## src/hw/uart_pkg.sv

```systemverilog
/*
  uart_pkg
  frame constants shared by the transmitter, receiver and testbench
  parity mode encoding, where bit 1 means a parity bit is present and bit 0 means odd
*/

package uart_pkg;

  // frame geometry
  localparam int data_bits  = 8;   // data bits per frame, lsb first
  localparam int oversample = 16;  // baud ticks per bit period

  // receiver samples mid-bit, start bit confirmed at this tick
  localparam int sample_tick = oversample / 2;

  // counter widths
  localparam int tick_w = $clog2(oversample);  // tick counter inside one bit
  localparam int bit_w  = $clog2(data_bits);   // data bit index

  // longest frame is start + data + parity + two stops
  localparam int max_frame_bits = 1 + data_bits + 1 + 2;

  // parity mode
  // 0 and 1 both mean no parity bit on the line
  typedef enum logic [1:0] {
    parity_none     = 2'd0,
    parity_none_alt = 2'd1,
    parity_even     = 2'd2,  // total count of ones is even
    parity_odd      = 2'd3   // total count of ones is odd
  } parity_t;

endpackage

```

## src/hw/baud_gen.sv

```systemverilog
/*
  baud_gen
  free-running clock divider
  one-clock tick every clock_div clocks, 16x the bit rate
  shared by both serial directions
*/

module baud_gen #(
  parameter int clock_div = 4  // clocks per oversample tick, 2 or more
) (
  input  logic clock,
  input  logic reset,
  output logic tick    // one-clock pulse
);

  localparam int cnt_w = $clog2(clock_div);

  logic [cnt_w-1:0] div_cnt;  // position inside one tick period
  logic             wrap;     // last clock of the period

  assign wrap = (div_cnt == cnt_w'(clock_div - 1));

  // counter runs from reset and never stalls
  always_ff @(posedge clock or posedge reset) begin
    if (reset) begin
      div_cnt <= '0;
    end else if (wrap) begin
      div_cnt <= '0;
    end else begin
      div_cnt <= div_cnt + 1'b1;
    end
  end

  // registered so tick is clean for both consumers
  always_ff @(posedge clock or posedge reset) begin
    if (reset) begin
      tick <= 1'b0;
    end else begin
      tick <= wrap;  // high for exactly one clock per wrap
    end
  end

endmodule

```

## src/hw/uart_tx.sv

```systemverilog
/*
  uart_tx
  transmit frame FSM: idle, start, data, parity, stop1, stop2
  shift register sends lsb first, parity latched when the byte is taken
  every frame bit lasts oversample ticks from baud_gen
*/

module uart_tx
  import uart_pkg::*;
(
  input  logic                 clock,
  input  logic                 reset,
  input  logic                 tick,         // oversample tick
  input  logic                 tx_en,        // transmitter enable
  input  parity_t              parity_type,
  input  logic                 nstop,        // 0 one stop bit, 1 two
  input  logic [data_bits-1:0] data_in,
  input  logic                 data_valid,   // data_in is valid
  output logic                 txd,          // serial out, idles high
  output logic                 tx_rdy        // ready for a new byte
);

  typedef enum logic [2:0] {
    st_idle,
    st_start,
    st_data,
    st_parity,
    st_stop1,
    st_stop2
  } tx_state_t;

  tx_state_t state;

  logic [tick_w-1:0]    tick_cnt;   // ticks into the current bit
  logic [bit_w-1:0]     bit_cnt;    // data bits already sent
  logic                 aligned;    // first tick seen, start bit on the line
  logic [data_bits-1:0] shift_reg;  // byte being sent, bit 0 is on txd
  logic                 parity_bit; // parity for the byte in flight
  logic                 accept;     // byte taken this clock
  logic                 bit_end;    // last tick of the current bit

  assign accept  = tx_en && data_valid && (state == st_idle);
  assign bit_end = tick && aligned && (tick_cnt == tick_w'(oversample - 1));

  // bit timing
  // the frame waits for the first tick so the start bit is a full period
  always_ff @(posedge clock or posedge reset) begin
    if (reset) begin
      tick_cnt <= '0;
      aligned  <= 1'b0;
    end else if (accept) begin
      tick_cnt <= '0;
      aligned  <= 1'b0;
    end else if (tick && state != st_idle) begin
      if (!aligned) begin
        aligned <= 1'b1;  // start bit begins here
      end else begin
        tick_cnt <= tick_cnt + 1'b1;  // wraps to 0 at the end of each bit
      end
    end
  end

  // frame sequencing
  always_ff @(posedge clock or posedge reset) begin
    if (reset) begin
      state   <= st_idle;
      bit_cnt <= '0;
    end else begin
      case (state)
        st_idle: begin
          if (accept) begin
            state   <= st_start;
            bit_cnt <= '0;
          end
        end
        st_start: begin
          if (bit_end) state <= st_data;
        end
        st_data: begin
          if (bit_end) begin
            bit_cnt <= bit_cnt + 1'b1;
            if (bit_cnt == bit_w'(data_bits - 1)) begin
              state <= parity_type[1] ? st_parity : st_stop1;  // parity only if bit 1 set
            end
          end
        end
        st_parity: begin
          if (bit_end) state <= st_stop1;
        end
        st_stop1: begin
          if (bit_end) state <= nstop ? st_stop2 : st_idle;  // single stop ends the frame
        end
        st_stop2: begin
          if (bit_end) state <= st_idle;
        end
        default: state <= st_idle;
      endcase
    end
  end

  // payload, loaded on accept and shifted at each data bit end
  always_ff @(posedge clock) begin
    if (accept) begin
      shift_reg  <= data_in;
      parity_bit <= (^data_in) ^ parity_type[0];  // odd mode flips the xor
    end else if (bit_end && state == st_data) begin
      shift_reg <= {1'b0, shift_reg[data_bits-1:1]};
    end
  end

  // line level per state
  always_comb begin
    case (state)
      st_start:  txd = ~aligned;       // stays high until the first tick
      st_data:   txd = shift_reg[0];   // lsb first
      st_parity: txd = parity_bit;
      default:   txd = 1'b1;           // idle and stop bits
    endcase
  end

  assign tx_rdy = (state == st_idle);

endmodule

```

## src/hw/uart_rx.sv

```systemverilog
/*
  uart_rx
  two-flop synchronizer and falling edge start detection
  FSM idle, start, data, parity, stop with mid-bit sampling
  running parity check and stop bit framing check
  rx_valid pulses once per frame with data and error flags
*/

module uart_rx
  import uart_pkg::*;
(
  input  logic                 clock,
  input  logic                 reset,
  input  logic                 tick,         // oversample tick
  input  parity_t              parity_type,
  input  logic                 rxd,          // asynchronous serial in
  output logic [data_bits-1:0] rx_data,
  output logic                 rx_valid,     // one clock per received frame
  output logic                 parity_err,   // parity bit disagreed
  output logic                 frame_err     // stop bit sampled low
);

  typedef enum logic [2:0] {
    st_idle,
    st_start,
    st_data,
    st_parity,
    st_stop
  } rx_state_t;

  rx_state_t state;

  logic                 rxd_meta;    // first synchronizer stage
  logic                 rxd_sync;    // safe to use
  logic                 rxd_prev;    // for edge detect
  logic                 fall;        // falling edge on the line
  logic [tick_w-1:0]    tick_cnt;    // ticks since last sample or edge
  logic [tick_w-1:0]    sample_at;   // tick count where the next sample lands
  logic                 sample;      // sample the line this clock
  logic [bit_w-1:0]     bit_cnt;     // data bits received
  logic [data_bits-1:0] shift_reg;   // bits shift in from the top
  logic                 parity_acc;  // ends at 0 when parity matches

  // synchronizer, reset to idle line level
  always_ff @(posedge clock or posedge reset) begin
    if (reset) begin
      rxd_meta <= 1'b1;
      rxd_sync <= 1'b1;
      rxd_prev <= 1'b1;
    end else begin
      rxd_meta <= rxd;
      rxd_sync <= rxd_meta;
      rxd_prev <= rxd_sync;
    end
  end

  assign fall = rxd_prev && !rxd_sync;

  // half a bit to the start sample, a full bit after that
  assign sample_at = (state == st_start) ? tick_w'(sample_tick - 1) : tick_w'(oversample - 1);
  assign sample    = tick && (tick_cnt == sample_at);

  always_ff @(posedge clock or posedge reset) begin
    if (reset) begin
      tick_cnt <= '0;
    end else if (state == st_idle || sample) begin
      tick_cnt <= '0;  // restart counting from each sample
    end else if (tick) begin
      tick_cnt <= tick_cnt + 1'b1;
    end
  end

  // frame sequencing and result outputs
  always_ff @(posedge clock or posedge reset) begin
    if (reset) begin
      state      <= st_idle;
      bit_cnt    <= '0;
      rx_valid   <= 1'b0;
      rx_data    <= '0;
      parity_err <= 1'b0;
      frame_err  <= 1'b0;
    end else begin
      rx_valid <= 1'b0;  // pulse only
      case (state)
        st_idle: begin
          if (fall) state <= st_start;
        end
        st_start: begin
          if (sample) begin
            bit_cnt <= '0;
            state   <= rxd_sync ? st_idle : st_data;  // high at mid-bit is a glitch
          end
        end
        st_data: begin
          if (sample) begin
            bit_cnt <= bit_cnt + 1'b1;
            if (bit_cnt == bit_w'(data_bits - 1)) begin
              state <= parity_type[1] ? st_parity : st_stop;
            end
          end
        end
        st_parity: begin
          if (sample) state <= st_stop;
        end
        st_stop: begin
          if (sample) begin
            // only the first stop bit is checked, a second one reads as idle line
            state      <= st_idle;
            rx_valid   <= 1'b1;
            rx_data    <= shift_reg;
            parity_err <= parity_type[1] && parity_acc;
            frame_err  <= !rxd_sync;
          end
        end
        default: state <= st_idle;
      endcase
    end
  end

  // data path, loaded fresh each frame
  always_ff @(posedge clock) begin
    if (state == st_start && sample) begin
      parity_acc <= parity_type[0];  // odd mode seeds with 1
    end else if (sample && (state == st_data || state == st_parity)) begin
      parity_acc <= parity_acc ^ rxd_sync;  // received parity bit cancels a match
    end
    if (state == st_data && sample) begin
      shift_reg <= {rxd_sync, shift_reg[data_bits-1:1]};  // lsb arrives first
    end
  end

endmodule

```

## src/hw/uart_top.sv

```systemverilog
/*
  uart_top
  baud generator shared by transmitter and receiver
  clock_div set here and passed to the divider
  configuration levels fan out to both directions
*/

module uart_top
  import uart_pkg::*;
#(
  parameter int clock_div = 4  // clocks per oversample tick
) (
  input  logic                 clock,
  input  logic                 reset,
  // configuration, stable during a frame
  input  logic                 tx_en,
  input  parity_t              parity_type,
  input  logic                 nstop,
  // parallel transmit side
  input  logic [data_bits-1:0] data_in,
  input  logic                 data_valid,
  output logic                 tx_rdy,
  // serial line
  output logic                 txd,
  input  logic                 rxd,
  // parallel receive side
  output logic [data_bits-1:0] rx_data,
  output logic                 rx_valid,
  output logic                 parity_err,
  output logic                 frame_err
);

  logic tick;  // shared oversample tick

  baud_gen #(
    .clock_div(clock_div)
  ) u_baud (
    .clock (clock),
    .reset (reset),
    .tick  (tick)
  );

  uart_tx u_tx (
    .clock       (clock),
    .reset       (reset),
    .tick        (tick),
    .tx_en       (tx_en),
    .parity_type (parity_type),
    .nstop       (nstop),       // receiver ignores stop count
    .data_in     (data_in),
    .data_valid  (data_valid),
    .txd         (txd),
    .tx_rdy      (tx_rdy)
  );

  uart_rx u_rx (
    .clock       (clock),
    .reset       (reset),
    .tick        (tick),
    .parity_type (parity_type),
    .rxd         (rxd),
    .rx_data     (rx_data),
    .rx_valid    (rx_valid),
    .parity_err  (parity_err),
    .frame_err   (frame_err)
  );

endmodule

```

## config.mk

```make
export PLATFORM = sky130hd
export DESIGN_NAME = uart_top
export DESIGN_NICKNAME = d
export VERILOG_FILES = /design/src/hw/uart_pkg.sv /design/src/hw/baud_gen.sv /design/src/hw/uart_tx.sv /design/src/hw/uart_rx.sv /design/src/hw/uart_top.sv
export SDC_FILE = /design/constraint.sdc
export NUM_CORES = 1
export LEC_CHECK = 0
export ABC_AREA = 1
export BUFFER_PORTS_ARGS = -buffer_cell sky130_fd_sc_hd__buf_2
export CORE_UTILIZATION = 40
export DETAILED_ROUTE_END_ITERATION = 8
export GPL_ROUTABILITY_DRIVEN = 0
export PLACE_DENSITY_LB_ADDON = 0.1
export SYNTH_ARGS = -nofsm -noshare
export SYNTH_HDL_FRONTEND = slang
export SYNTH_SLANG_ARGS = --single-unit
```

## constraint.sdc

```tcl
create_clock -name clock -period 2.1 [get_ports clock]
set_clock_uncertainty 0.05 [all_clocks]
set_input_delay 0.21 -clock clock [delete_from_list [all_inputs] [get_ports clock]]
set_output_delay 0.21 -clock clock [all_outputs]
set_load 0.03 [all_outputs]
```

==> metrics.csv <==
metric;value;unit
outcome;finished clean;
period_share;86.02;%
netlist_area;0.002629;mm^2
diodes;0;
p_per_area;989.3;mW/mm^2
drt-initial-drc-count;95;
clkTransAtPathRegs;0.11;ns
cts_resized;0;
clock_latency;0.31;ns
ys_seq_elements;56;
viasPerCell;4.813;
tns;0;ns
syn_inst;297;
maxCapViolCount;0;
row_count;29;
cts_tree;done;
synth_cell_types;24;
avgSynthCellArea;8.851;um^2
power;2.972;mW
cts_buffer_depth;2;
ctsHtreeMaxLevel;2;
routed_wl;4785;um
dpl.hpwl;3448;um
crit_fanout;11;
endpoint;u_rx.rx_data[7]$_DFFE_PP0P_;
post-cts-setup-buffers;0;
die-area;0.006900;mm^2
hp-class;input pin to flop;
min_period;1.806;ns
area_delta_synth_final;14.28;%
startpoint;u_rx.state[1]$_DFFE_PP0P_;
grt-ovfl-total;0;
worstMarginPinSlew;0.4967;ns
crit_required;2.31;ns
crit_path_end_kind;flop;
post_drt_wl_per_cell;11.64;um
fmax;553.6;MHz
place_area;0.002869;mm^2
dr.pass1.iters;4;
drive_gt1_share;15.27;%
setup_viol;0;
rsz0062_at_grt;false;
dp.cells;401;
ys_warn_count;0;
ctsRootBufferMaster;clkbuf_8;
design_area;0.003004;mm^2
grt_usage;14.88;%
maxSlewViolCount;0;
holdWs;0.1448;ns
synth_seq_area_share;56.88;%
fin_cells;411;
grt_pass1_wl;8245;um
die_h;83.07;um
rrSetupSlack;0.29;ns
final_nets;356;
critPathKind;flop to flop;
p_leak;1.556;nW
io_buffer_count;28;
cts_buffers;5;
first_global_vias;1801;
die_w;83.07;um
cts.sinks;56;
io_pins;29;
ir_worst_vdd;0.3479;mV
reg2reg_from;u_rx.state[1]$_DFFE_PP0P_;
antenna_found_initial;0;
core;0.006350;mm^2
grt_max_degree;39;
fillers;616;
syn_nets;320;
maxSlewHeadroom;66.89;%
initial_utilization;41.40;%
drt_drc_violations_left;0;
hold_violations;0;
reg2regPathDepth;7;
vias;1978;
ant_nets;0;
cp_data_arrival_time;2.01;ns
crit_path_start_kind;flop;
r2r-end;u_rx.rx_data[7]$_DFFE_PP0P_;
==> final cells by class <==
cell class | count | area, um^2 | share of cell area [%]
inverters | 27 | 101.3 | 3.374
clock inverters | 3 | 46.29 | 1.541
repair buffers | 34 | 190.2 | 6.331
well taps | 77 | 96.34 | 3.207
clock buffers | 5 | 68.82 | 2.291
multi-input cells | 209 | 1006 | 33.49
flip-flops and latches | 56 | 1495 | 49.77
==> power by group <==
part	switching [mW]	total (mW)	internal, mW
Clock	0.361	0.721	0.360
Combinational	0.561	0.832	0.271
Sequential	0.147	1.42	1.27
Total	1.07	2.97	1.90
==> cell usage in the layout (no fill, tap or decap), types with 2 or more instances in the layout <==
cell type,instances
buf_4,4
nor2_1,17
nand4_1,5
nand2_1,116
buf_2,28
clkbuf_8,5
a21oi_1,2
ha_1,7
dfrtp_1,35
xor2_1,6
nand3_1,28
nor2_2,2
dlygate4sd3_1,2
edfxtp_1,18
dfstp_2,3
o21ai_0,17
inv_1,25
inv_2,2
xnor2_1,3
==> layer usage <==
layer | track usage (%) | share of wire [%] | wire length [um]
met1 | 21.72 | 53 | 2521
met2 | 21.98 | 43 | 2046
met3 | 3.579 | 3.6 | 174
met4 | 4.389 | 0.90 | 43
met5 | 0 | 0 | 0
==> per-stage QoR <==
stage,utilization [%],worst slack (ns)
2_1_floorplan,-,0.5958
6_report,47.31,0.2936
5_1_grt,47.31,0.07343
3_5_place_dp,45.18,0.3175
3_3_place_gp,45.18,0.3689
4_1_cts,47.31,0.2891
==> Yosys cell counts <==
cell type  count  area, um^2
dfstp_2        3       78.83
edfxtp_1      18       540.5
nand2_1      116       435.4
dfrtp_1       35       875.8
buf_2          3       15.01
nand3_1       28       140.1
nand3_2        1       10.01
nor3_4         1       16.27
nand4_2        1       12.51
xnor2_1        3       26.28
clkbuf_1       1       3.750
a21oi_1        2       10.01
o21ai_0       17       85.08
ha_1           7       87.58
inv_2          2       7.510
nor2_4         1       11.26
nor3_1         1       5.000
a31oi_1        1       6.260
xor2_1         6       52.55
nor2_1        17       63.81
inv_1         25       93.84
buf_4          1       7.510
nor2_2         2       12.51
nand4_1        5       31.28
==> cells by family (layout without fill, tap and decap cells) <==
logic type	Yosys count	in the layout	synth area share [%]
compound gates	20	20	3.855
xor+xnor	9	9	2.999
fa+ha+maj	7	7	3.332
buf+inv	32	69	4.855
flops	56	56	56.88
simple gates	173	173	28.08
==> critical path, cell delays in order, from the launching register on <==
cell and delay, ns:
dfrtp_1 0.43, nor2_1 0.20, nand2_1 0.11, nand2_1 0.13, nand3_2 0.21, nor2_2 0.41, nand2_1 0.13, nand2_1 0.09
==> worst min path at each step <==
stage / from / end / slack (ns) / cells past startpoint
after CTS: data_in[4] / u_tx.shift_reg[4]$_DFFE_PP_ / 0.13 / 3
after global placement: rxd / u_rx.rxd_meta$_DFF_PP1_ / 0.26 / 1
after global routing: data_in[4] / u_tx.shift_reg[4]$_DFFE_PP_ / 0.15 / 3
final: data_in[4] / u_tx.shift_reg[4]$_DFFE_PP_ / 0.14 / 3
after detailed placement: rxd / u_rx.rxd_meta$_DFF_PP1_ / 0.27 / 1
after floorplan: rxd / u_rx.rxd_meta$_DFF_PP1_ / 0.16 / 0
==> timing repair <==
action,CTS,global route
endpoints found under the setup margin,0,0
endpoints found under the hold margin,36,0
hold buffers,2,0
No activity file was read; power rests on OpenSTA's default activity.
